$ cat src/source/catch_pkg.sv
package catch_pkg;

    typedef logic [2:0] lane_t;
    typedef logic [9:0] ypos_t;
    typedef logic signed [6:0] score_t;
    typedef logic [8:0] key_code_t; // {extended, scan code}

    typedef enum logic [1:0] {
        GS_IDLE,
        GS_PLAYING,
        GS_WON,
        GS_LOST
    } game_state_e;

    // symbols the scanner can show
    typedef enum logic [3:0] {
        DG_0 = 4'd0, DG_1, DG_2, DG_3, DG_4,
        DG_5, DG_6, DG_7, DG_8, DG_9,
        DG_DASH, DG_E, DG_N, DG_D,
        DG_BLANK = 4'd15
    } digit_code_e;

    // playfield in pixels
    localparam int NUM_LANES = 8;
    localparam int SPRITE_H = 80;
    localparam int CATCH_Y = 400 - SPRITE_H; // item bottom touches farmer row
    localparam int BOTTOM_Y = 476;
    localparam lane_t FARMER_START_LANE = 3'd2;

    localparam key_code_t KEY_LEFT = 9'h01C;  // A
    localparam key_code_t KEY_RIGHT = 9'h023; // D

    localparam int ITEM_YELLOW = 0;
    localparam int ITEM_ORANGE = 1;
    localparam int ITEM_GREEN = 2;
    localparam int ITEM_BUG = 3;
    localparam int NUM_ITEMS = 4;

    localparam score_t ITEM_POINTS [NUM_ITEMS] = '{7'sd1, 7'sd2, 7'sd3, -7'sd3};
    localparam lane_t ITEM_START_LANE [NUM_ITEMS] = '{3'd6, 3'd3, 3'd1, 3'd0};
    localparam int ITEM_STEP_SHIFT [NUM_ITEMS] = '{2, 1, 0, 1}; // log2 base ticks per move

    localparam int WIN_SCORE = 30;
    localparam lane_t LFSR_SEED = 3'b101;

endpackage

$ cat src/source/game_pacer.sv
`timescale 1ns/1ps

module game_pacer import catch_pkg::*; #(
    parameter int BASE_DIV = 2_097_152
) (
    input  logic       clk,
    input  logic       rst,
    input  logic       playing_i,
    output logic       base_tick_o,
    output logic [7:0] tick_idx_o,
    output lane_t      lane_rand_o
);

    localparam int DIV_W = (BASE_DIV > 1) ? $clog2(BASE_DIV) : 1;

    logic [DIV_W-1:0] div_cnt;

    // free running divider, wraps every BASE_DIV cycles
    always_ff @(posedge clk or posedge rst) begin
        if (rst) begin
            div_cnt <= '0;
        end else if (div_cnt == DIV_W'(BASE_DIV - 1)) begin
            div_cnt <= '0;
        end else begin
            div_cnt <= div_cnt + 1'b1;
        end
    end

    assign base_tick_o = (div_cnt == DIV_W'(BASE_DIV - 1));

    always_ff @(posedge clk or posedge rst) begin
        if (rst) begin
            tick_idx_o <= '0;
        end else if (!playing_i) begin
            tick_idx_o <= '0;
        end else if (base_tick_o) begin
            tick_idx_o <= tick_idx_o + 8'd1;
        end
    end

    // shared respawn lane source, steps every clock
    always_ff @(posedge clk or posedge rst) begin
        if (rst) begin
            lane_rand_o <= LFSR_SEED;
        end else begin
            lane_rand_o <= {lane_rand_o[1] ^ lane_rand_o[0], lane_rand_o[2:1]};
        end
    end

endmodule

$ cat src/source/falling_item.sv
`timescale 1ns/1ps

module falling_item import catch_pkg::*; #(
    parameter lane_t START_LANE = 3'd0,
    parameter int    STEP_SHIFT = 0
) (
    input  logic       clk,
    input  logic       rst,
    input  logic       playing_i,
    input  logic       base_tick_i,
    input  logic [7:0] tick_idx_i,
    input  lane_t      lane_rand_i,
    input  lane_t      farmer_lane_i,
    output logic       catch_o,
    output lane_t      lane_o,
    output ypos_t      y_o
);

    // low tick index bits that must be zero for a move
    localparam logic [7:0] STEP_MASK = 8'((1 << STEP_SHIFT) - 1);

    logic step;
    logic caught;
    logic at_bottom;

    assign step = base_tick_i && ((tick_idx_i & STEP_MASK) == 8'd0);
    assign caught = (lane_o == farmer_lane_i) && (y_o >= ypos_t'(CATCH_Y));
    assign at_bottom = (y_o >= ypos_t'(BOTTOM_Y));

    always_ff @(posedge clk or posedge rst) begin
        if (rst) begin
            lane_o <= START_LANE;
            y_o <= '0;
            catch_o <= 1'b0;
        end else if (!playing_i) begin
            lane_o <= START_LANE; // parked until the game runs
            y_o <= '0;
            catch_o <= 1'b0;
        end else begin
            catch_o <= 1'b0;
            if (step) begin
                if (caught) begin
                    lane_o <= lane_rand_i;
                    y_o <= '0;
                    catch_o <= 1'b1;
                end else if (!at_bottom) begin
                    y_o <= y_o + ypos_t'(1);
                end else begin
                    // missed, respawn at the top
                    lane_o <= lane_rand_i;
                    y_o <= '0;
                end
            end
        end
    end

endmodule

$ cat src/source/farmer_ctrl.sv
`timescale 1ns/1ps

module farmer_ctrl import catch_pkg::*; (
    input  logic      clk,
    input  logic      rst,
    input  logic      key_valid_i,
    input  key_code_t key_code_i,
    input  logic      key_break_i,
    output lane_t     farmer_lane_o
);

    localparam lane_t LAST_LANE = lane_t'(NUM_LANES - 1);

    logic make_evt;
    logic go_left;
    logic go_right;

    // only key presses move the farmer
    assign make_evt = key_valid_i && !key_break_i;
    assign go_left = make_evt && (key_code_i == KEY_LEFT) && (farmer_lane_o != '0);
    assign go_right = make_evt && (key_code_i == KEY_RIGHT) && (farmer_lane_o != LAST_LANE);

    always_ff @(posedge clk or posedge rst) begin
        if (rst) begin
            farmer_lane_o <= FARMER_START_LANE;
        end else if (go_left) begin
            farmer_lane_o <= farmer_lane_o - lane_t'(1);
        end else if (go_right) begin
            farmer_lane_o <= farmer_lane_o + lane_t'(1);
        end
    end

endmodule

$ cat src/source/game_ctrl.sv
`timescale 1ns/1ps

module game_ctrl import catch_pkg::*; (
    input  logic                 clk,
    input  logic                 rst,
    input  logic                 start_i,
    input  logic [NUM_ITEMS-1:0] catch_i,
    output logic                 playing_o,
    output game_state_e          game_state_o,
    output score_t               score_o
);

    logic [3:0] start_shift;
    logic       start_db;
    logic       start_db_d;
    logic       start_pulse;
    score_t     catch_sum;
    score_t     score_next;

    assign start_db = &start_shift; // four samples high

    always_ff @(posedge clk or posedge rst) begin
        if (rst) begin
            start_shift <= '0;
            start_db_d <= 1'b0;
            start_pulse <= 1'b0;
        end else begin
            start_shift <= {start_shift[2:0], start_i};
            start_db_d <= start_db;
            start_pulse <= start_db && !start_db_d; // rising edge only
        end
    end

    // points of everything caught this cycle
    always_comb begin
        catch_sum = '0;
        for (int i = 0; i < NUM_ITEMS; i++) begin
            if (catch_i[i]) begin
                catch_sum = catch_sum + ITEM_POINTS[i];
            end
        end
    end

    assign score_next = score_o + catch_sum;

    always_ff @(posedge clk or posedge rst) begin
        if (rst) begin
            game_state_o <= GS_IDLE;
            score_o <= '0;
        end else begin
            case (game_state_o)
                GS_IDLE: begin
                    if (start_pulse) begin
                        game_state_o <= GS_PLAYING;
                        score_o <= '0;
                    end
                end
                GS_PLAYING: begin
                    if (|catch_i) begin
                        if (score_next >= WIN_SCORE) begin
                            game_state_o <= GS_WON;
                            score_o <= '0;
                        end else if (score_next < 0) begin
                            game_state_o <= GS_LOST;
                            score_o <= '0;
                        end else begin
                            score_o <= score_next;
                        end
                    end
                end
                default: begin // won or lost
                    if (start_pulse) begin
                        game_state_o <= GS_IDLE;
                    end
                end
            endcase
        end
    end

    assign playing_o = (game_state_o == GS_PLAYING);

endmodule

$ cat src/source/seg_display.sv
`timescale 1ns/1ps

module seg_display import catch_pkg::*; #(
    parameter int SCAN_DIV = 16_384
) (
    input  logic        clk,
    input  logic        rst,
    input  game_state_e game_state_i,
    input  score_t      score_i,
    output logic [3:0]  digit_sel_o,
    output logic [6:0]  seg_o
);

    localparam int SCAN_W = (SCAN_DIV > 1) ? $clog2(SCAN_DIV) : 1;

    logic [SCAN_W-1:0] scan_cnt;
    logic [1:0]        digit_idx; // 0 is units
    logic [6:0]        score_u;
    digit_code_e       sym [4];
    digit_code_e       cur_sym;

    always_ff @(posedge clk or posedge rst) begin
        if (rst) begin
            scan_cnt <= '0;
            digit_idx <= '0;
        end else if (scan_cnt == SCAN_W'(SCAN_DIV - 1)) begin
            scan_cnt <= '0;
            digit_idx <= digit_idx + 2'd1;
        end else begin
            scan_cnt <= scan_cnt + 1'b1;
        end
    end

    assign score_u = unsigned'(score_i); // never negative while stored

    always_comb begin
        case (game_state_i)
            GS_IDLE: sym = '{DG_DASH, DG_DASH, DG_DASH, DG_DASH};
            GS_PLAYING: begin
                sym[0] = digit_code_e'(4'(score_u % 7'd10));
                sym[1] = digit_code_e'(4'(score_u / 7'd10));
                sym[2] = DG_BLANK;
                sym[3] = DG_BLANK;
            end
            default: sym = '{DG_D, DG_N, DG_E, DG_BLANK}; // "End" on the right three
        endcase
    end

    assign cur_sym = sym[digit_idx];
    assign digit_sel_o = ~(4'b0001 << digit_idx);

    // segments active low, g in bit 6
    always_comb begin
        case (cur_sym)
            DG_0: seg_o = 7'b100_0000;
            DG_1: seg_o = 7'b111_1001;
            DG_2: seg_o = 7'b010_0100;
            DG_3: seg_o = 7'b011_0000;
            DG_4: seg_o = 7'b001_1001;
            DG_5: seg_o = 7'b001_0010;
            DG_6: seg_o = 7'b000_0010;
            DG_7: seg_o = 7'b111_1000;
            DG_8: seg_o = 7'b000_0000;
            DG_9: seg_o = 7'b001_0000;
            DG_DASH: seg_o = 7'b011_1111;
            DG_E: seg_o = 7'b000_0110;
            DG_N: seg_o = 7'b010_1011;
            DG_D: seg_o = 7'b010_0001;
            default: seg_o = 7'b111_1111;
        endcase
    end

endmodule

$ cat src/source/fruit_catch_top.sv
`timescale 1ns/1ps

module fruit_catch_top import catch_pkg::*; #(
    parameter int BASE_DIV = 2_097_152,
    parameter int SCAN_DIV = 16_384
) (
    input  logic        clk,
    input  logic        rst,
    input  logic        start_i,
    input  logic        key_valid_i,
    input  key_code_t   key_code_i,
    input  logic        key_break_i,
    output logic [6:0]  seg_o,
    output logic [3:0]  digit_sel_o,
    output game_state_e game_state_o,
    output score_t      score_o,
    output lane_t       farmer_lane_o
);

    logic                 playing;
    logic                 base_tick;
    logic [7:0]           tick_idx;
    lane_t                lane_rand;
    logic [NUM_ITEMS-1:0] catch_vec;

    game_pacer #(.BASE_DIV(BASE_DIV)) u_pacer (
        .clk(clk), .rst(rst),
        .playing_i(playing),
        .base_tick_o(base_tick),
        .tick_idx_o(tick_idx),
        .lane_rand_o(lane_rand)
    );

    farmer_ctrl u_farmer (
        .clk(clk), .rst(rst),
        .key_valid_i(key_valid_i),
        .key_code_i(key_code_i),
        .key_break_i(key_break_i),
        .farmer_lane_o(farmer_lane_o)
    );

    // one item per fruit plus the bug, positions unused until rendering returns
    falling_item #(
        .START_LANE(ITEM_START_LANE[ITEM_YELLOW]),
        .STEP_SHIFT(ITEM_STEP_SHIFT[ITEM_YELLOW])
    ) u_item_yellow (
        .clk(clk), .rst(rst), .playing_i(playing), .base_tick_i(base_tick),
        .tick_idx_i(tick_idx), .lane_rand_i(lane_rand), .farmer_lane_i(farmer_lane_o),
        .catch_o(catch_vec[ITEM_YELLOW]), .lane_o(), .y_o()
    );

    falling_item #(
        .START_LANE(ITEM_START_LANE[ITEM_ORANGE]),
        .STEP_SHIFT(ITEM_STEP_SHIFT[ITEM_ORANGE])
    ) u_item_orange (
        .clk(clk), .rst(rst), .playing_i(playing), .base_tick_i(base_tick),
        .tick_idx_i(tick_idx), .lane_rand_i(lane_rand), .farmer_lane_i(farmer_lane_o),
        .catch_o(catch_vec[ITEM_ORANGE]), .lane_o(), .y_o()
    );

    falling_item #(
        .START_LANE(ITEM_START_LANE[ITEM_GREEN]),
        .STEP_SHIFT(ITEM_STEP_SHIFT[ITEM_GREEN])
    ) u_item_green (
        .clk(clk), .rst(rst), .playing_i(playing), .base_tick_i(base_tick),
        .tick_idx_i(tick_idx), .lane_rand_i(lane_rand), .farmer_lane_i(farmer_lane_o),
        .catch_o(catch_vec[ITEM_GREEN]), .lane_o(), .y_o()
    );

    falling_item #(
        .START_LANE(ITEM_START_LANE[ITEM_BUG]),
        .STEP_SHIFT(ITEM_STEP_SHIFT[ITEM_BUG])
    ) u_item_bug (
        .clk(clk), .rst(rst), .playing_i(playing), .base_tick_i(base_tick),
        .tick_idx_i(tick_idx), .lane_rand_i(lane_rand), .farmer_lane_i(farmer_lane_o),
        .catch_o(catch_vec[ITEM_BUG]), .lane_o(), .y_o()
    );

    game_ctrl u_game (
        .clk(clk), .rst(rst),
        .start_i(start_i),
        .catch_i(catch_vec),
        .playing_o(playing),
        .game_state_o(game_state_o),
        .score_o(score_o)
    );

    seg_display #(.SCAN_DIV(SCAN_DIV)) u_disp (
        .clk(clk), .rst(rst),
        .game_state_i(game_state_o),
        .score_i(score_o),
        .digit_sel_o(digit_sel_o),
        .seg_o(seg_o)
    );

endmodule

$ cat config.mk
export PLATFORM = sky130hd
export DESIGN_NAME = fruit_catch_top
export DESIGN_NICKNAME = d
export VERILOG_FILES = /design/src/source/catch_pkg.sv /design/src/source/game_pacer.sv /design/src/source/falling_item.sv /design/src/source/farmer_ctrl.sv /design/src/source/game_ctrl.sv /design/src/source/seg_display.sv /design/src/source/fruit_catch_top.sv
export SDC_FILE = /design/constraint.sdc
export NUM_CORES = 1
export LEC_CHECK = 0
export BUFFER_PORTS_ARGS = -buffer_cell sky130_fd_sc_hd__buf_4
export CAP_MARGIN = 40
export CORE_UTILIZATION = 45
export CTS_BUF_LIST = sky130_fd_sc_hd__clkbuf_16
export CTS_CLUSTER_DIAMETER = 80
export DETAILED_ROUTE_END_ITERATION = 7
export SYNTH_ARGS = -nofsm -noshare
export SYNTH_HDL_FRONTEND = slang
export SYNTH_SLANG_ARGS = --single-unit
$ cat constraint.sdc
create_clock -name clk -period 5.3 [get_ports clk]
set_clock_uncertainty 0.2 [all_clocks]
set_input_delay 1.06 -clock clk [delete_from_list [all_inputs] [get_ports clk]]
set_output_delay 1.06 -clock clk [all_outputs]
set_load 0.01 [all_outputs]
==> impl_results.md <==
* Initial Utilization at 46.1%
* HP Start: u_game.start_shift[0]
* Nets at approximately 800
* Measured slew at the worst slew-check pin at between 0.8 and 0.9 ns
* Met2 track demand over resource at between 30% and 40%
* Overall die width at roughly 120 um
* Area share of the largest cell type after synthesis at about two fifths
* Synthesized area at 0.00667 sq mm
* Max capacitance violation total at 0
* Top cell type by total area after synthesis: sky130_fd_sc_hd__dfrtp_1
* Total of warnings raised by yosys at 0
* Static leakage power at ~0.0037 uW
* DRC errors left at 0
* Final core utilization at between 50 and 60%
* Req. time, crit path at ~4 ns
* Synthesized Nets at around 760
* Outcome: completed
* Floorplan row count at between 40 and 50
* Number of antenna violations at the first check in global routing at 0
* Wire length of the first global-routing pass at approximately 23000 um
* CP endpoint kind: output port
* Hold path endpoint: u_game.start_shift[1]
* Most used standard cells in the synthesized netlist: sky130_fd_sc_hd__dfrtp_1, sky130_fd_sc_hd__o21ai_0, sky130_fd_sc_hd__nor2_1
* Vias/cell at roughly 5.4
* Port Buffer Count at 35
* Standard cell core area at ~0.014 sq mm
* Maximum vdd ir drop at around 220 uV
* Data arrival, critical path at roughly 3.9 ns
* Count of routing violations after the opening detailed-route iteration at between 200 and 250
* Worst reg2reg startpoint: u_item_yellow.catch_o
* Syn-to-layout area delta at 17.4%
* Detailed Routing Iterations Pass 1 at 4
* Remaining antenna violation count after routing at 0
* Setup Total Neg Slack at 0 ns
* Flip-flop and latch count after synthesis at roughly 120
* Post-route design area at approximately 0.0078 sq mm
* R2R Setup Slk at around 1.7 ns
* Primary flip-flop cell chosen by synthesis mapping: sky130_fd_sc_hd__dfrtp_1
* Unrepaired setup endpoints after global routing: false
* Final critical-path share of the clock period at a little over nine tenths
* Slowest cell on crit path: sky130_fd_sc_hd__or3b_2
* Hold Crit Class: flip-flop to flip-flop
* Syn Area/Cell at roughly 9.4 sq um
* Fraction of layout instances using a drive strength above 1 at between 10 and 15%
* Largest net degree at the start of global routing at 60
* Biggest fanout along the worst timing path at 6
* TritonCTS clock tree: done
* Setup violators final at 0
* CTS max path bufs at 2
* Tightest slew margin relative to the limit at a little under half
* Vias after detailed routing at between 5000 and 6000
* Async S/R FF share, synth at between 90% and 100%
* Hold WS at 0.171 ns
* Highest-utilization routing layer at the global route stage: met2
* Post-synthesis sequential area ratio at between 40% and 50%
* Number of library cell types mapped by synthesis at 68
* Hpwl dp at 9430 um
* Maximum level of the CTS H-tree at 4
* Clock sink count at 115
* Number of inserted diodes at 0
* Met3 usage at ~4.3%
* Final Routed Wirelength at 13300 um
* Fmax at slightly below 200 MHz
* Post-synthesis instance total at a little over 700
* Min Tclk post-route at 5.16 ns
* CP max stage delay at about 0.50 ns
* Placed cell area at around 0.0071 sq mm
* Met1 global-route usage at roughly 22%
* Fin. max-slew vios at 0
* CTS root buf: sky130_fd_sc_hd__clkbuf_16
* Number of enable-type register cells in the synthesized netlist at 0
* Register clock-pin slew on the reported worst setup and hold paths at about 0.050 ns
* Worst r2r dst: u_game.score_o[2]
* Area of the die at between 0.015 and 0.02 sq mm
* Final hold violations at 0
* Power per unit of standard cell area at between 300 and 400 mW/mm^2
* Number of clock buffers inserted by TritonCTS at 17
* Leading post-synthesis cells by cell area: sky130_fd_sc_hd__dfrtp_1, sky130_fd_sc_hd__ha_1, sky130_fd_sc_hd__o21ai_0
* Register-to-Register Path Depth at 15
* Worst setup SP type: flip-flop
* Gp weighted congestion at ~0.86
* Fill count at 1288
* Library cell with the highest instance count after synthesis: sky130_fd_sc_hd__dfrtp_1
* Overflow left after global routing at 0
* Cells along the critical path: inv_4 -> ha_2 -> and4b_1 -> o21a_1 -> or3b_2 -> nand2_1 -> ha_4 -> a21oi_4 -> or2_4 -> a211oi_4 -> and2_4 -> ha_1 -> inv_1 -> mux2i_1 -> o221a_1 -> buf_4
* Mean routed wirelength per cell at roughly 14 um
* Number of placed I/O pins at 37
* Hold-fix buffers, CTS at 0
* Vias in the first global route at approximately 5000
* WHS Path Cells at 0
* Combined global-route utilization of all metal layers at roughly a fifth
* Die boundary height at ~120 um
* Clock latency on the worst-skew pair at 0.41 ns
* Critical path type: flip-flop to output port
[metal layers]
layer / vias to the layer above / share of wire (%)
li1: 2552 / -
met1: 2497 / 45
met2: 79 / 51
met3: 14 / 2.8
met4: 0 / 1.3
met5: - / 0
[layout by cell type (no fill, tap or decap), types with 4 or more instances in the layout]
master / count
sky130_fd_sc_hd__inv_1: 46
sky130_fd_sc_hd__dfstp_2: 8
sky130_fd_sc_hd__a22o_1: 5
sky130_fd_sc_hd__buf_4: 48
sky130_fd_sc_hd__bufinv_16: 5
sky130_fd_sc_hd__xor2_1: 31
sky130_fd_sc_hd__clkbuf_16: 17
sky130_fd_sc_hd__nand2_1: 54
sky130_fd_sc_hd__and2_1: 10
sky130_fd_sc_hd__xnor2_1: 23
sky130_fd_sc_hd__a31oi_1: 6
sky130_fd_sc_hd__mux2i_1: 10
sky130_fd_sc_hd__nand2b_1: 19
sky130_fd_sc_hd__nand3_1: 32
sky130_fd_sc_hd__dfrtp_1: 106
sky130_fd_sc_hd__and4_1: 4
sky130_fd_sc_hd__a2111oi_0: 5
sky130_fd_sc_hd__a21o_1: 5
sky130_fd_sc_hd__or3_1: 9
sky130_fd_sc_hd__o31ai_1: 8
sky130_fd_sc_hd__ha_1: 33
sky130_fd_sc_hd__nor3_1: 14
sky130_fd_sc_hd__a21oi_1: 27
sky130_fd_sc_hd__nor2_1: 57
sky130_fd_sc_hd__nor4_1: 4
sky130_fd_sc_hd__mux2_2: 8
sky130_fd_sc_hd__or4_1: 5
sky130_fd_sc_hd__and3_1: 19
sky130_fd_sc_hd__clkinv_1: 5
sky130_fd_sc_hd__o21ai_0: 59
sky130_fd_sc_hd__nor2b_1: 12
[registers in the layout (all words and copies together) (netlist names), 3 cells and up]
signal,flops
u_item_yellow.lane_o,3
u_pacer.div_cnt,21
u_game.score_o,6
u_item_orange.y_o,10
u_disp.scan_cnt,14
u_item_green.y_o,10
u_item_bug.lane_o,3
u_item_bug.y_o,10
u_game.start_shift,4
u_farmer.farmer_lane_o,3
u_item_yellow.y_o,10
u_pacer.lane_rand_o,3
u_item_green.lane_o,3
u_item_orange.lane_o,3
[report_power, final]
part | total [uW] | switching, uW | internal [uW]
registers | 1030 | 71.5 | 961
clock network | 1210 | 385 | 820
logic | 272 | 152 | 120
total | 2510 | 609 | 1900
[through the flow]
stage / setup WS (ns) / instances / power, uW
2_1_floorplan: 0.217 / 707 / 1230
3_3_place_gp: 0.387 / 907 / 1300
3_5_place_dp: 0.226 / 909 / 1320
4_1_cts: 0.0275 / 942 / 2550
5_1_grt: 0.00426 / 945 / 2640
6_report: 0.143 / 945 / 2510
[worst max-delay path, delay by kind of cell (launching register included)]
kind	cells	cell delay, ns
simple gates	5	1.27
fa+ha+maj	3	0.69
compound gates	4	0.69
flops	1	0.44
buf+inv	3	0.32
mux	1	0.08
[kinds of logic (layout without fill, tap and decap cells)]
family / after synthesis / count (layout) / share of synthesized area, %
AOI/OAI and AO/OA: 145 / 145 / 14.4
xor gates and xnor gates: 54 / 54 / 7.09
adders and majority gates: 37 / 37 / 7.16
buffers and inverters: 73 / 127 / 4.39
DFF: 115 / 115 / 43.3
muxes: 18 / 18 / 2.85
other: 1 / 1 / 0.0562
and+or+nand+nor: 264 / 264 / 20.8
[final cells by class]
type	count	area [sq um]	area share, %
clock buffer	17	425	5.43
clock inverter	15	195	2.49
inverter	46	178	2.27
multi-input combinational	519	3530	45.0
sequential	115	2890	36.9
tap	184	230	2.94
timing repair buffer	49	388	4.95
[repair_timing]
| action | in CTS | in global routing |
|---|---|---|
| resized for setup | 4 | 6 |
| pin swaps | 1 | 1 |
| setup endpoints to repair | 7 | 7 |
| buffers inserted | 1 | 3 |
[worst max path at each step]
stage                      startpoint        to  slack (ns)  cells past startpoint
floorplan           u_game.score_o[4]  seg_o[4]        0.22                     15
global placement    u_game.score_o[3]  seg_o[4]        0.39                     16
detailed placement  u_game.score_o[3]  seg_o[4]        0.23                     16
CTS                 u_game.score_o[3]  seg_o[4]        0.03                     16
global route        u_game.score_o[3]  seg_o[4]       0.004                     16
finish              u_game.score_o[3]  seg_o[4]        0.14                     16
(Power assumes the default switching activity.)
